[src/hdl/rx_pkg.sv]
package rx_pkg;

    // ----------------------------------------
    // datapath widths
    // ----------------------------------------
    localparam int IQ_W     = 16;
    // Q in the upper half, I in the lower half
    localparam int SAMPLE_W = 2 * IQ_W;
    localparam int LLR_W    = 8;
    localparam int PHASE_W  = 20;

    // ----------------------------------------
    // register bus
    // ----------------------------------------
    localparam int BUS_ADDR_W = 8;
    localparam int OFFSET_W   = 6;
    localparam int BUS_DATA_W = 32;

    // top two address bits
    typedef enum logic [1:0] {
        REGION_FIFO  = 2'd0,
        REGION_CTRL  = 2'd1,
        REGION_RSVD2 = 2'd2,
        REGION_RSVD3 = 2'd3
    } region_t;

    typedef enum logic [OFFSET_W-1:0] {
        CTRL_ENABLE = 6'd0,
        CTRL_CFO    = 6'd1
    } ctrl_reg_t;

    typedef enum logic [OFFSET_W-1:0] {
        FIFO_DATA  = 6'd0,
        FIFO_LEVEL = 6'd1
    } fifo_reg_t;

    // symbol kind carried alongside each sample
    typedef enum logic [1:0] {
        KIND_OTHER = 2'd0,
        KIND_PSS   = 2'd1,
        KIND_SSS   = 2'd2,
        KIND_PBCH  = 2'd3
    } sym_kind_t;

endpackage

[src/hdl/cfo_derotator.sv]
`timescale 1ns/1ps

module cfo_derotator
    import rx_pkg::*;
(
    input  logic                clk_i,
    input  logic                reset_ni,
    input  logic                enable_i,
    input  logic                cfo_valid_i,
    input  logic [PHASE_W-1:0]  cfo_inc_i,
    input  logic [SAMPLE_W-1:0] sample_i,
    input  sym_kind_t           sample_kind_i,
    input  logic                sample_valid_i,
    output logic [SAMPLE_W-1:0] rot_o,
    output sym_kind_t           rot_kind_o,
    output logic                rot_valid_o,
    output logic [PHASE_W-1:0]  freq_o
);

    localparam logic signed [IQ_W-1:0] IQ_MIN = {1'b1, {(IQ_W-1){1'b0}}};
    localparam logic signed [IQ_W-1:0] IQ_MAX = {1'b0, {(IQ_W-1){1'b1}}};

    logic [PHASE_W-1:0]     freq;
    logic [PHASE_W-1:0]     phase;
    logic                   accept;
    logic [1:0]             quadrant;
    logic signed [IQ_W-1:0] in_i, in_q;
    logic signed [IQ_W-1:0] out_i, out_q;

    // negation that cannot wrap
    function automatic logic signed [IQ_W-1:0] neg_sat(input logic signed [IQ_W-1:0] x);
        return (x == IQ_MIN) ? IQ_MAX : -x;
    endfunction

    assign accept   = sample_valid_i && enable_i;
    assign quadrant = phase[PHASE_W-1 -: 2];
    assign in_i     = sample_i[IQ_W-1:0];
    assign in_q     = sample_i[SAMPLE_W-1 -: IQ_W];
    assign freq_o   = freq;

    // quarter turns only
    always_comb begin
        case (quadrant)
            2'd0: begin out_i = in_i;          out_q = in_q;          end
            2'd1: begin out_i = neg_sat(in_q); out_q = in_i;          end
            2'd2: begin out_i = neg_sat(in_i); out_q = neg_sat(in_q); end
            default: begin out_i = in_q;       out_q = neg_sat(in_i); end
        endcase
    end

    always_ff @(posedge clk_i) begin
        if (!reset_ni) begin
            freq        <= '0;
            phase       <= '0;
            rot_valid_o <= 1'b0;
        end else begin
            // corrections are relative to the current frequency
            if (cfo_valid_i)
                freq <= freq - cfo_inc_i;
            if (accept)
                phase <= phase + freq;
            rot_valid_o <= accept;
        end
    end

    always_ff @(posedge clk_i) begin
        if (accept) begin
            rot_o      <= {out_q, out_i};
            rot_kind_o <= sample_kind_i;
        end
    end

endmodule

[src/hdl/llr_demapper.sv]
`timescale 1ns/1ps

module llr_demapper
    import rx_pkg::*;
#(
    parameter int LLR_SHIFT = 8
)(
    input  logic                clk_i,
    input  logic                reset_ni,
    input  logic [SAMPLE_W-1:0] rot_i,
    input  sym_kind_t           rot_kind_i,
    input  logic                rot_valid_i,
    output logic [LLR_W-1:0]    llr_o,
    output sym_kind_t           llr_kind_o,
    output logic                llr_last_o,
    output logic                llr_valid_o
);

    localparam logic signed [IQ_W-1:0] POS_LIM = IQ_W'(2 ** (LLR_W - 1) - 1);
    localparam logic signed [IQ_W-1:0] NEG_LIM = -POS_LIM;

    logic [LLR_W-1:0] q_hold;
    logic             q_pending;

    // shift then clip symmetrically
    function automatic logic [LLR_W-1:0] to_llr(input logic signed [IQ_W-1:0] x);
        logic signed [IQ_W-1:0] s;
        s = x >>> LLR_SHIFT;
        if (s > POS_LIM)
            return POS_LIM[LLR_W-1:0];
        else if (s < NEG_LIM)
            return NEG_LIM[LLR_W-1:0];
        return s[LLR_W-1:0];
    endfunction

    always_ff @(posedge clk_i) begin
        if (!reset_ni) begin
            llr_valid_o <= 1'b0;
            llr_last_o  <= 1'b0;
            q_pending   <= 1'b0;
        end else begin
            llr_valid_o <= rot_valid_i || q_pending;
            llr_last_o  <= q_pending;
            q_pending   <= rot_valid_i;
        end
    end

    // I first, Q one cycle later with the same tag
    always_ff @(posedge clk_i) begin
        if (rot_valid_i) begin
            llr_o      <= to_llr(rot_i[IQ_W-1:0]);
            q_hold     <= to_llr(rot_i[SAMPLE_W-1 -: IQ_W]);
            llr_kind_o <= rot_kind_i;
        end else if (q_pending) begin
            llr_o <= q_hold;
        end
    end

endmodule

[src/hdl/pbch_llr_fifo.sv]
`timescale 1ns/1ps

module pbch_llr_fifo
    import rx_pkg::*;
#(
    parameter int FIFO_DEPTH = 16
)(
    input  logic                  clk_i,
    input  logic                  reset_ni,
    input  logic [LLR_W-1:0]      llr_i,
    input  sym_kind_t             llr_kind_i,
    input  logic                  llr_valid_i,
    input  logic                  sel_i,
    input  logic                  we_i,
    input  logic [OFFSET_W-1:0]   offset_i,
    output logic [BUS_DATA_W-1:0] rdata_o
);

    localparam int PTR_W = (FIFO_DEPTH > 1) ? $clog2(FIFO_DEPTH) : 1;
    localparam int CNT_W = $clog2(FIFO_DEPTH + 1);

    logic [LLR_W-1:0] mem [FIFO_DEPTH];
    logic [PTR_W-1:0] wr_ptr, rd_ptr;
    logic [CNT_W-1:0] count;
    logic             overflow;
    logic             push_req, push, pop, full, empty;
    fifo_reg_t        reg_sel;

    function automatic logic [PTR_W-1:0] ptr_next(input logic [PTR_W-1:0] p);
        return (p == PTR_W'(FIFO_DEPTH - 1)) ? '0 : p + 1'b1;
    endfunction

    assign reg_sel  = fifo_reg_t'(offset_i);
    assign full     = (count == CNT_W'(FIFO_DEPTH));
    assign empty    = (count == '0);
    // only PBCH LLRs are kept
    assign push_req = llr_valid_i && (llr_kind_i == KIND_PBCH);
    assign push     = push_req && !full;
    assign pop      = sel_i && !we_i && (reg_sel == FIFO_DATA) && !empty;

    always_ff @(posedge clk_i) begin
        if (!reset_ni) begin
            wr_ptr   <= '0;
            rd_ptr   <= '0;
            count    <= '0;
            overflow <= 1'b0;
        end else begin
            if (push)
                wr_ptr <= ptr_next(wr_ptr);
            if (pop)
                rd_ptr <= ptr_next(rd_ptr);
            count <= count + CNT_W'(push) - CNT_W'(pop);
            if (sel_i && we_i && (reg_sel == FIFO_LEVEL))
                overflow <= 1'b0;
            if (push_req && full)
                overflow <= 1'b1;
        end
    end

    always_ff @(posedge clk_i) begin
        if (push)
            mem[wr_ptr] <= llr_i;
    end

    always_comb begin
        rdata_o = '0;
        case (reg_sel)
            FIFO_DATA: if (!empty)
                rdata_o = {{(BUS_DATA_W-LLR_W){mem[rd_ptr][LLR_W-1]}}, mem[rd_ptr]};
            FIFO_LEVEL: begin
                rdata_o[CNT_W-1:0]      = count;
                rdata_o[BUS_DATA_W-1]   = overflow;
            end
            default: rdata_o = '0;
        endcase
    end

endmodule

[src/hdl/ctrl_regs.sv]
`timescale 1ns/1ps

module ctrl_regs
    import rx_pkg::*;
(
    input  logic                      clk_i,
    input  logic                      reset_ni,
    input  logic                      sel_i,
    input  logic                      we_i,
    input  logic [OFFSET_W-1:0]       offset_i,
    input  logic [BUS_DATA_W-1:0]     wdata_i,
    output logic [BUS_DATA_W-1:0]     rdata_o,
    input  logic signed [PHASE_W-1:0] freq_i,
    output logic                      enable_o,
    output logic                      cfo_valid_o,
    output logic signed [PHASE_W-1:0] cfo_inc_o
);

    ctrl_reg_t reg_sel;
    logic      wr_enable;
    logic      wr_cfo;

    assign reg_sel   = ctrl_reg_t'(offset_i);
    assign wr_enable = sel_i && we_i && (reg_sel == CTRL_ENABLE);
    assign wr_cfo    = sel_i && we_i && (reg_sel == CTRL_CFO);

    always_ff @(posedge clk_i) begin
        if (!reset_ni) begin
            enable_o    <= 1'b0;
            cfo_valid_o <= 1'b0;
        end else begin
            cfo_valid_o <= wr_cfo;
            if (wr_enable)
                enable_o <= wdata_i[0];
        end
    end

    // low bits of the write, signed
    always_ff @(posedge clk_i) begin
        if (wr_cfo)
            cfo_inc_o <= wdata_i[PHASE_W-1:0];
    end

    always_comb begin
        case (reg_sel)
            CTRL_ENABLE: rdata_o = {{(BUS_DATA_W-1){1'b0}}, enable_o};
            CTRL_CFO:    rdata_o = {{(BUS_DATA_W-PHASE_W){freq_i[PHASE_W-1]}}, freq_i};
            default:     rdata_o = '0;
        endcase
    end

endmodule

[src/hdl/reg_bus_decoder.sv]
`timescale 1ns/1ps

module reg_bus_decoder
    import rx_pkg::*;
(
    input  logic                  clk_i,
    input  logic                  reset_ni,
    input  logic                  bus_req_i,
    input  logic                  bus_we_i,
    input  logic [BUS_ADDR_W-1:0] bus_addr_i,
    input  logic [BUS_DATA_W-1:0] bus_wdata_i,
    output logic [BUS_DATA_W-1:0] bus_rdata_o,
    output logic                  bus_ack_o,
    output logic                  bus_err_o,
    output logic                  ctrl_sel_o,
    output logic                  fifo_sel_o,
    output logic                  we_o,
    output logic [OFFSET_W-1:0]   offset_o,
    output logic [BUS_DATA_W-1:0] wdata_o,
    input  logic [BUS_DATA_W-1:0] ctrl_rdata_i,
    input  logic [BUS_DATA_W-1:0] fifo_rdata_i
);

    region_t region;
    logic    mapped;

    assign region     = region_t'(bus_addr_i[BUS_ADDR_W-1 -: 2]);
    assign ctrl_sel_o = bus_req_i && (region == REGION_CTRL);
    assign fifo_sel_o = bus_req_i && (region == REGION_FIFO);
    assign mapped     = (region == REGION_CTRL) || (region == REGION_FIFO);
    assign we_o       = bus_we_i;
    assign offset_o   = bus_addr_i[OFFSET_W-1:0];
    assign wdata_o    = bus_wdata_i;

    // fixed one-cycle response
    always_ff @(posedge clk_i) begin
        if (!reset_ni) begin
            bus_ack_o <= 1'b0;
            bus_err_o <= 1'b0;
        end else begin
            bus_ack_o <= bus_req_i;
            bus_err_o <= bus_req_i && !mapped;
        end
    end

    always_ff @(posedge clk_i) begin
        if (bus_req_i) begin
            case (region)
                REGION_FIFO: bus_rdata_o <= fifo_rdata_i;
                REGION_CTRL: bus_rdata_o <= ctrl_rdata_i;
                default:     bus_rdata_o <= '0;
            endcase
        end
    end

endmodule

[src/hdl/rx_top.sv]
`timescale 1ns/1ps

module rx_top
    import rx_pkg::*;
#(
    parameter int FIFO_DEPTH = 16,
    parameter int LLR_SHIFT  = 8
)(
    input  logic                  clk_i,
    input  logic                  reset_ni,

    input  logic [SAMPLE_W-1:0]   sample_i,
    input  sym_kind_t             sample_kind_i,
    input  logic                  sample_valid_i,

    output logic [LLR_W-1:0]      llr_o,
    output sym_kind_t             llr_kind_o,
    output logic                  llr_last_o,
    output logic                  llr_valid_o,

    input  logic                  bus_req_i,
    input  logic                  bus_we_i,
    input  logic [BUS_ADDR_W-1:0] bus_addr_i,
    input  logic [BUS_DATA_W-1:0] bus_wdata_i,
    output logic [BUS_DATA_W-1:0] bus_rdata_o,
    output logic                  bus_ack_o,
    output logic                  bus_err_o
);

    // ----------------------------------------
    // register side
    // ----------------------------------------
    logic                       ctrl_sel;
    logic                       fifo_sel;
    logic                       reg_we;
    logic [OFFSET_W-1:0]        reg_offset;
    logic [BUS_DATA_W-1:0]      reg_wdata;
    logic [BUS_DATA_W-1:0]      ctrl_rdata;
    logic [BUS_DATA_W-1:0]      fifo_rdata;

    logic                       rx_enable;
    logic                       cfo_valid;
    logic signed [PHASE_W-1:0]  cfo_inc;
    logic signed [PHASE_W-1:0]  freq;

    // ----------------------------------------
    // sample path
    // ----------------------------------------
    logic [SAMPLE_W-1:0]        rot;
    sym_kind_t                  rot_kind;
    logic                       rot_valid;

    reg_bus_decoder reg_bus_decoder_i (
        .clk_i        (clk_i),
        .reset_ni     (reset_ni),
        .bus_req_i    (bus_req_i),
        .bus_we_i     (bus_we_i),
        .bus_addr_i   (bus_addr_i),
        .bus_wdata_i  (bus_wdata_i),
        .bus_rdata_o  (bus_rdata_o),
        .bus_ack_o    (bus_ack_o),
        .bus_err_o    (bus_err_o),
        .ctrl_sel_o   (ctrl_sel),
        .fifo_sel_o   (fifo_sel),
        .we_o         (reg_we),
        .offset_o     (reg_offset),
        .wdata_o      (reg_wdata),
        .ctrl_rdata_i (ctrl_rdata),
        .fifo_rdata_i (fifo_rdata)
    );

    ctrl_regs ctrl_regs_i (
        .clk_i       (clk_i),
        .reset_ni    (reset_ni),
        .sel_i       (ctrl_sel),
        .we_i        (reg_we),
        .offset_i    (reg_offset),
        .wdata_i     (reg_wdata),
        .rdata_o     (ctrl_rdata),
        .freq_i      (freq),
        .enable_o    (rx_enable),
        .cfo_valid_o (cfo_valid),
        .cfo_inc_o   (cfo_inc)
    );

    cfo_derotator cfo_derotator_i (
        .clk_i          (clk_i),
        .reset_ni       (reset_ni),
        .enable_i       (rx_enable),
        .cfo_valid_i    (cfo_valid),
        .cfo_inc_i      (cfo_inc),
        .sample_i       (sample_i),
        .sample_kind_i  (sample_kind_i),
        .sample_valid_i (sample_valid_i),
        .rot_o          (rot),
        .rot_kind_o     (rot_kind),
        .rot_valid_o    (rot_valid),
        .freq_o         (freq)
    );

    llr_demapper #(.LLR_SHIFT(LLR_SHIFT)) llr_demapper_i (
        .clk_i       (clk_i),
        .reset_ni    (reset_ni),
        .rot_i       (rot),
        .rot_kind_i  (rot_kind),
        .rot_valid_i (rot_valid),
        .llr_o       (llr_o),
        .llr_kind_o  (llr_kind_o),
        .llr_last_o  (llr_last_o),
        .llr_valid_o (llr_valid_o)
    );

    pbch_llr_fifo #(.FIFO_DEPTH(FIFO_DEPTH)) pbch_llr_fifo_i (
        .clk_i       (clk_i),
        .reset_ni    (reset_ni),
        .llr_i       (llr_o),
        .llr_kind_i  (llr_kind_o),
        .llr_valid_i (llr_valid_o),
        .sel_i       (fifo_sel),
        .we_i        (reg_we),
        .offset_i    (reg_offset),
        .rdata_o     (fifo_rdata)
    );

endmodule

[config.mk]
export PLATFORM = sky130hd
export DESIGN_NAME = rx_top
export DESIGN_NICKNAME = d
export VERILOG_FILES = /design/src/hdl/rx_pkg.sv /design/src/hdl/cfo_derotator.sv /design/src/hdl/llr_demapper.sv /design/src/hdl/pbch_llr_fifo.sv /design/src/hdl/ctrl_regs.sv /design/src/hdl/reg_bus_decoder.sv /design/src/hdl/rx_top.sv
export SDC_FILE = /design/constraint.sdc
export NUM_CORES = 1
export LEC_CHECK = 0
export BUFFER_PORTS_ARGS = -buffer_cell sky130_fd_sc_hd__buf_2
export CELL_PAD_IN_SITES_DETAIL_PLACEMENT = 0
export CELL_PAD_IN_SITES_GLOBAL_PLACEMENT = 1
export CORE_ASPECT_RATIO = 1.75
export CORE_UTILIZATION = 40
export CTS_CLUSTER_DIAMETER = 80
export DETAILED_ROUTE_END_ITERATION = 8
export PLACE_DENSITY = 0.67
export SYNTH_ARGS = -nofsm -noshare
export SYNTH_HDL_FRONTEND = slang
export SYNTH_HIERARCHICAL = 1
export SYNTH_SLANG_ARGS = --single-unit
[constraint.sdc]
create_clock -name clk_i -period 3.6 [get_ports clk_i]
set_clock_uncertainty 0.2 [all_clocks]
set_input_delay 0.18 -clock clk_i [delete_from_list [all_inputs] [get_ports clk_i]]
set_output_delay 0.18 -clock clk_i [all_outputs]
set_load 0.01 [all_outputs]
# ---- Word level (Yosys, flattened, before mapping)
# Memories as Yosys holds them, arrays and structs flattened. A register that Yosys moved wholly into a read port is not among the register bits.
# Cells that the tools add are included.
dict set report totals {
  word_cells 103
  regBits 166
  output_inout_bits 46
  mem_bits_rw 128
  input_bits 79
  memories 1
}
dict set report classes {
  n_lt_le_gt_ge 4
  n_addsub 8
  n_reduce_logical 27
  muxes 32
  eq_ne 10
}
# name words width rd rd_clocked_by_memory_dff write_ports line_no
set mem_list {}
lappend mem_list {pbch_llr_fifo_i.mem 16 8 1 1 1 pbch_llr_fifo.sv:22} ;# logic [LLR_W-1:0] mem [FIFO_DEPTH];
# op n
set ops {}
lappend ops {{case mux 32 bit (2 select lines)} 2}
lappend ops {{case mux 16 bit (3 select lines)} 2}
lappend ops {{2-to-1 mux 8 bit} 8}
lappend ops {{== test 16 bit (second input constant)} 2}
lappend ops {{2-to-1 mux 16 bit} 2}
lappend ops {{2-to-1 mux 32 bit} 1}
lappend ops {{negation 16 bit} 2}
lappend ops {{2-to-1 mux 26 bit} 1}
lappend ops {{adder 20 bit} 1}
lappend ops {{subtractor 20 bit} 1}
lappend ops {{greater-than comparator 8 bit (second input constant)} 2}
lappend ops {{< comparator 8 bit (second input constant)} 2}
lappend ops {{2-to-1 mux 4 bit} 4}
lappend ops {{logical AND 1 bit} 15}
lappend ops {{2-to-1 mux 1 bit} 10}
lappend ops {{case mux 5 bit (2 select lines)} 1}
lappend ops {{adder 4 x 1 -> 4 bit (second input constant)} 2}
lappend ops {{== test 4 bit (second input constant)} 2}
lappend ops {{== test 6 x 1 -> 1 bit (second input constant)} 1}
lappend ops {{logical NOT 6 bit} 1}
lappend ops {{adder 5 x 1 -> 5 bit} 1}
lappend ops {{== test 5 bit (second input constant)} 1}
lappend ops {{logical NOT 5 bit} 1}
lappend ops {{subtractor 5 x 1 -> 5 bit} 1}
lappend ops {{7 further kinds} 15}

# ---- Longest topological paths before layout
# Gate-level depths: netlist (run 1).
dict set report depth {
  word_depth 7
  ltp_mapped 14
  mapped_depth_nobuf 13
}

# ---- Modules after synthesis
# Netlist (run 1), hierarchy kept.
# module cells_each n_inst area_each_um2 seq_area_each_um2
set by_module_without_submodules {}
lappend by_module_without_submodules {pbch_llr_fifo 351 1 6127.1 4204.0}
lappend by_module_without_submodules {cfo_derotator 681 1 5885.6 1841.8}
lappend by_module_without_submodules {reg_bus_decoder 149 1 1851.8 1001.0}
lappend by_module_without_submodules {ctrl_regs 66 1 943.4 640.6}
lappend by_module_without_submodules {llr_demapper 48 1 795.8 600.6}

# ---- Worst setup path after synthesis (run 1)
# Ideal clock, no wire load.
dict set report synth_timing {
  path_kind {register -> register}
  from {register pbch_llr_fifo_i.count[3]}
  to {register pbch_llr_fifo_i.count[4]}
  arrival_ns 2.672
  required_time_ns 3.272
  slack_ns 0.601
  setup_ns 0.128
  period_less_slack_ns 2.999
  stages_incl_launch_ff 14
  cell_sequence {dfxtp_1 > inv_1 > ha_1 > or4b_2 > nand3b_2 > nor2_1 > ha_1 > inv_1 > ha_1 > fa_1 > a21oi_1 > o21bai_1 > xnor2_1 > nor2_1}
}
dict set report synth_between {
  elab_chain_cells 5
  word_cells_on_any_way 8
}
# element line_no
set synth_rtl {}
lappend synth_rtl {{start, declared} pbch_llr_fifo.sv:24} ;# logic [CNT_W-1:0] count;
lappend synth_rtl {{start signal, assigned} pbch_llr_fifo.sv:52} ;# count <= count + CNT_W'(push) - CNT_W'(pop);
lappend synth_rtl {{== test 5 bit} pbch_llr_fifo.sv:34} ;# assign full = (count == CNT_W'(FIFO_DEPTH));
lappend synth_rtl {{logical NOT 1 bit} pbch_llr_fifo.sv:38} ;# assign push = push_req && !full;
lappend synth_rtl {{logical AND 1 bit} pbch_llr_fifo.sv:38}
lappend synth_rtl {{adder 5 x 1 -> 5 bit} pbch_llr_fifo.sv:52}
lappend synth_rtl {{subtractor 5 x 1 -> 5 bit (*)} pbch_llr_fifo.sv:52}
# Every way passes the cells marked *; elsewhere a longest branch is shown, timed or not.
# A chain may end at the register's enable or synchronous reset.

# ---- Worst setup path after layout (run 1)
dict set report layout_timing {
  from {input port bus_addr_i[4]}
  to {register pbch_llr_fifo_i.count[4]}
}
dict set report layout_between {
  elab_chain_cells 4
}
# element line_no
set layout_rtl {}
lappend layout_rtl {{start, declared} rx_top.sv:23} ;# input logic [BUS_ADDR_W-1:0] bus_addr_i,
lappend layout_rtl {{logical NOT 6 bit} pbch_llr_fifo.sv:39} ;# assign pop = sel_i && !we_i && (reg_sel == FIFO_DATA) && !empty;
lappend layout_rtl {{logical AND 1 bit (2 in a row)} pbch_llr_fifo.sv:39}
lappend layout_rtl {{subtractor 5 x 1 -> 5 bit} pbch_llr_fifo.sv:52}
# Every way passes these cells.

==> results of run 1 <==
## report_power, final
group	switching, mW	internal [mW]
Sequential	0.00472	3.48
Clock	1.26	1.54
Combinational	0.119	0.108
Total	1.38	5.13
## through the flow
stage	util, %	area [um^2]	worst slack (ns)	power (mW)	hold WS, ns
2_1_floorplan	-	14450	0.6006	3.667	0.07887
3_3_place_gp	42.70	15120	0.3642	3.738	0.1562
6_report	46.62	16510	0.2604	6.509	0.04810
3_5_place_dp	42.70	15120	0.3670	3.741	0.1581
4_1_cts	46.62	16510	0.2996	6.588	0.01510
5_1_grt	46.62	16510	0.05387	6.704	0.05316
## layer usage
metal  vias up  track usage (%)
li1       4506                -
met1      4582            20.01
met2       162            37.99
met3        74            2.036
met4         0            9.865
met5         -                0
## cell type report
| class | count | area [um^2] |
|---|---|---|
| clock inverters | 17 | 167.7 |
| flip-flops and latches | 282 | 7809 |
| clock buffers | 31 | 690.7 |
| well taps | 465 | 581.8 |
| inverters | 47 | 176.4 |
| repair buffers | 204 | 1396 |
| multi-input cells | 726 | 5688 |
| fillers | 3262 | 18900 |
## registers in the layout, summed over array words and instances (netlist names), 2 cells and up, named ones only
| name | flops |
|---|---|
| cfo_derotator_i/phase | 20 |
| pbch_llr_fifo_i/rd_ptr | 4 |
| llr_demapper_i/llr_kind_o | 2 |
| cfo_derotator_i/rot_kind_o | 2 |
| pbch_llr_fifo_i/count | 5 |
| pbch_llr_fifo_i/wr_ptr | 4 |
| reg_bus_decoder_i/bus_rdata_o | 32 |
| cfo_derotator_i/freq_o | 20 |
| llr_demapper_i/llr_o | 8 |
| pbch_llr_fifo_i/mem | 128 |
| ctrl_regs_i/cfo_inc_o | 20 |
| cfo_derotator_i/rot_o | 16 |
| llr_demapper_i/q_hold | 8 |
## worst min-delay path, stage by stage
cell,delay [ns]
buf_2,0.16
nand3b_2,0.21
or4_1,0.13
a21oi_1,0.07
## timing repair
item / CTS / global route
hold buffers: 53 / 0
endpoints found under the hold margin: 103 / 0
setup endpoints to repair: 0 / 0
## path summary, 6_finish.rpt
check                                                from  slack, ns                        to  cells after the start
worst max-delay path                        bus_addr_i[4]       0.26  pbch_llr_fifo_i/count[4]                     14
worst min-delay path                        bus_addr_i[5]       0.05                  register                      4
worst max register to register   pbch_llr_fifo_i/count[3]       0.37  pbch_llr_fifo_i/count[4]                     13
worst min register to register  cfo_derotator_i/rot_o[30]       0.25  llr_demapper_i/q_hold[6]                      0
==> results.json, run 1 <==
{
  "finalNonFillerCells": 1772,
  "drv_slew": 0,
  "grt_use_total_pct": 19.35,
  "crit_path_max_fanout": 7,
  "syn_nets": 1315,
  "worstMarginPinSlew_ns": 1.146,
  "clk_pin_slew_ns": 0.07,
  "dieArea_mm2": 0.03692,
  "critical_path_buf_inv_count": 4,
  "grt_max_degree": 36,
  "maxUsedRoutingLayer": "met4",
  "dp_hpwl_mm": 25.48,
  "cp.arrival_ns": 3.57,
  "worst_ep_required_time_ns": 3.83,
  "place_inst": 1671,
  "chipHeight_um": 253.4,
  "end_kind": "register",
  "cpPeakStageDelay_ns": 0.68,
  "synth_cells": 1182,
  "antenna_found_initial": 0,
  "die-width_um": 145.7,
  "final.setup.tns_ns": 0,
  "wl_met3_um": 907,
  "power_density_mw_per_mm2": 394.2,
  "route.detailed.drc": 0,
  "hold_violations": 0,
  "ant_nets": 0,
  "dr.pass1.iters": 5,
  "initial_core_util_pct": 40.80,
  "cts_max_path_buffers": 3,
  "rsz0062_at_grt": "false",
  "drive_above_1_share_pct": 20.96,
  "grt_pass1_wl_mm": 54.24,
  "grt_pass1_vias": 9662,
  "insertion_delay_ns": 0.55,
  "io_pins": 125,
  "period_share_pct": 92.77,
  "status": "finished clean",
  "fin_nets": 1420,
  "setup_viol": 0,
  "via_per_inst": 5.262,
  "wl_per_cell_um": 19.74,
  "met2_length_mm": 19.41,
  "yosys_warnings": 6,
  "cts_tree": "done",
  "leakage_nw": 6.190,
  "io_buffers": 112,
  "antenna_cells": 0,
  "avgSynthCellArea_um2": 12.22,
  "drt-initial-drc-count": 406,
  "cp-start-kind": "input pin",
  "path_class": "in2reg",
  "final_cell_mix": "edfxtp_1 (216), buf_2 (112), nor2_1 (103), nand2_1 (79), mux2i_1 (69)",
  "synth_area_mm2": 0.01445,
  "overflow": 0,
  "final_common_cell": "edfxtp_1",
  "cts_setup_buffers": 0,
  "core_mm2": 0.03541,
  "cts_buffers": 26,
  "cts_resized": 0,
  "vias": 9324,
  "gp_congestion": 0.8376,
  "cp_cell_sequence": "dlygate4sd3_1, buf_2, nor4_4, dlygate4sd3_1, nand3b_2, nor2_1, ha_1, inv_1, ha_1, fa_1, a21oi_1, o21bai_1, xnor2_1, nor2_1",
  "cts_max_level": 1,
  "drt-met1-wl_mm": 12.97,
  "syn2layout_area_growth_pct": 14.26,
  "slew_headroom_pct": 23.61,
  "wl_mm": 34.99,
  "rows": 91,
  "period_needed_ns": 3.340,
  "timing.fmax_ghz": 0.2994,
  "clock-sinks": 282,
  "peakVddDrop_uv": 364.0,
  "root_buffer": "clkbuf_16",
  "path_delay_family": "buffers and inverters",
  "min_path_type": "in2reg",
  "max_cap_violations": 0,
  "crit_slowest_cell": "dlygate4sd3_1"
}
No activity file was read; power rests on OpenSTA's default activity.
==> run 2: changes to the inputs <==
BUFFER_PORTS_ARGS = default   (was -buffer_cell sky130_fd_sc_hd__buf_2)
DONT_BUFFER_PORTS = 1   (was default)
PLACE_DENSITY = 0.76   (was 0.67)
clock period = 2.9 ns   (was 3.6 ns; I/O delays follow)
==> results.json, run 2 (synthesis gave the netlist of run 1 again) <==
{
  "final_common_cell": "edfxtp_1",
  "root_buffer": "clkbuf_16",
  "worst_hold_slack_ns": 0.01908,
  "hold_violations": 0,
  "grt_use_total_pct": 18.71,
  "crit_slowest_cell": "or4b_4",
  "r2r_end": "pbch_llr_fifo_i/count[4]",
  "peakVddDrop_uv": 365.4,
  "gp_congestion": 0.8952,
  "largest_reg_flops": 128,
  "rr_worst_depth": 13,
  "die-width_um": 145.7,
  "setup_viol": 0,
  "min_from": "bus_wdata_i[8]",
  "dp_hpwl_mm": 24.40,
  "min_path_type": "in2reg",
  "cp-start-kind": "register",
  "dr.pass1.iters": 5,
  "grt_pass1_wl_mm": 52.96,
  "final.setup.tns_ns": 0,
  "crit_path_max_fanout": 2,
  "overflow": 0,
  "cpPeakStageDelay_ns": 0.46,
  "clock-sinks": 282,
  "insertion_delay_ns": 0.57,
  "worst_ep_required_time_ns": 3.13,
  "cts_max_level": 1,
  "fin_nets": 1366,
  "power_density_mw_per_mm2": 504.9,
  "regMostFlops": "pbch_llr_fifo_i/mem",
  "rows": 91,
  "chipHeight_um": 253.4,
  "period_share_pct": 95.69,
  "status": "finished clean",
  "ant_nets": 0,
  "slew_headroom_pct": 38.19,
  "route.detailed.drc": 0,
  "vias": 9270,
  "grt_max_degree": 39,
  "wl_mm": 34.52,
  "io_pins": 125,
  "io_buffers": 0,
  "cp_cell_sequence": "inv_1, ha_2, or4b_4, nand3b_2, nor2_1, ha_1, inv_1, ha_2, fa_2, a21oi_2, o21bai_1, xnor2_1, nor2_1",
  "max_cap_violations": 0,
  "initial_core_util_pct": 40.80,
  "drive_above_1_share_pct": 15.95,
  "leakage_nw": 6.057,
  "grt_pass1_vias": 9472,
  "antenna_cells": 0,
  "cts_max_path_buffers": 3,
  "critical_path_buf_inv_count": 2,
  "hold_depth": 1,
  "cp.arrival_ns": 3.00,
  "drv_slew": 0,
  "dieArea_mm2": 0.03692,
  "via_per_inst": 5.393,
  "clk_pin_slew_ns": 0.06,
  "hold_path_end": "ctrl_regs_i/cfo_inc_o[8]",
  "cts_tree": "done",
  "wl_per_cell_um": 20.08,
  "timing.fmax_ghz": 0.3603,
  "final_cell_mix": "edfxtp_1 (216), nor2_1 (103), dlygate4sd3_1 (80), nand2_1 (79), mux2i_1 (69)",
  "r2r_start": "pbch_llr_fifo_i/count[3]",
  "top_regs": "pbch_llr_fifo_i/mem (128), reg_bus_decoder_i/bus_rdata_o (32)",
  "end_kind": "register",
  "drt-initial-drc-count": 652,
  "cts_buffers": 28,
  "worstMarginPinSlew_ns": 0.9237,
  "syn2layout_area_growth_pct": 15.27,
  "core_mm2": 0.03541,
  "path_class": "reg2reg",
  "path_delay_family": "adder cells",
  "ff2ff_setup_slack_ns": 0.12,
  "period_needed_ns": 2.775,
  "antenna_found_initial": 1
}
-- run 2: worst max path at each step --
stage,from,end,depth (start not counted)
after global placement,pbch_llr_fifo_i/count[2],pbch_llr_fifo_i/count[4],13
after floorplan,pbch_llr_fifo_i/count[3],pbch_llr_fifo_i/count[4],13
after global routing,pbch_llr_fifo_i/count[2],pbch_llr_fifo_i/count[4],13
after detailed placement,pbch_llr_fifo_i/count[3],pbch_llr_fifo_i/count[4],13
final,pbch_llr_fifo_i/count[3],pbch_llr_fifo_i/count[4],13
after CTS,pbch_llr_fifo_i/count[3],pbch_llr_fifo_i/count[4],13
-- run 2: what timing repair did --
action                                  CTS  global route
hold buffers                             84             0
hold endpoints to repair                188             0
gates resized for setup                   0             8
buffers inserted                          0             1
endpoints found under the setup margin    0             6
-- run 2: area by class of cell --
type | count | area [um^2]
Clock buffer | 39 | 792.0
Clock inverter | 12 | 200.2
Fill cell | 3137 | 18760
Inverter | 47 | 176.4
Multi-Input combinational cell | 726 | 5722
Sequential cell | 282 | 7809
Tap cell | 465 | 581.8
Timing Repair Buffer | 148 | 1374
-- run 2: stage by stage --
| stage | worst slack [ns] | cells | power [mW] | area [um^2] | util [%] |
|---|---|---|---|---|---|
| floorplan | 0.08588 | 1182 | 4.552 | 14450 | - |
| global placement | 0.04943 | 1583 | 4.506 | 14740 | 41.62 |
| detailed placement | 0.02449 | 1583 | 4.509 | 14740 | 41.62 |
| CTS | 0.01928 | 1718 | 8.482 | 16610 | 46.91 |
| global route | -0.005531 | 1719 | 8.641 | 16650 | 47.03 |
| finish | 0.1249 | 1719 | 8.409 | 16650 | 47.03 |
-- run 2: per-layer routing --
| metal | vias up | global-route usage [%] | wire, um |
|---|---|---|---|
| met4 | 2 | 7.308 | 1213 |
| met3 | 70 | 2.450 | 1194 |
| met1 | 4588 | 18.61 | 12160 |
| li1 | 4400 | - | - |
| met2 | 210 | 38.24 | 19940 |
| met5 | - | 0 | 13 |
-- run 2: power breakdown --
group	switching (mW)	leakage [nW]	internal, mW
logic	0.114	3.06	0.122
registers	0.0182	2.52	4.32
clock network	1.56	0.478	2.28
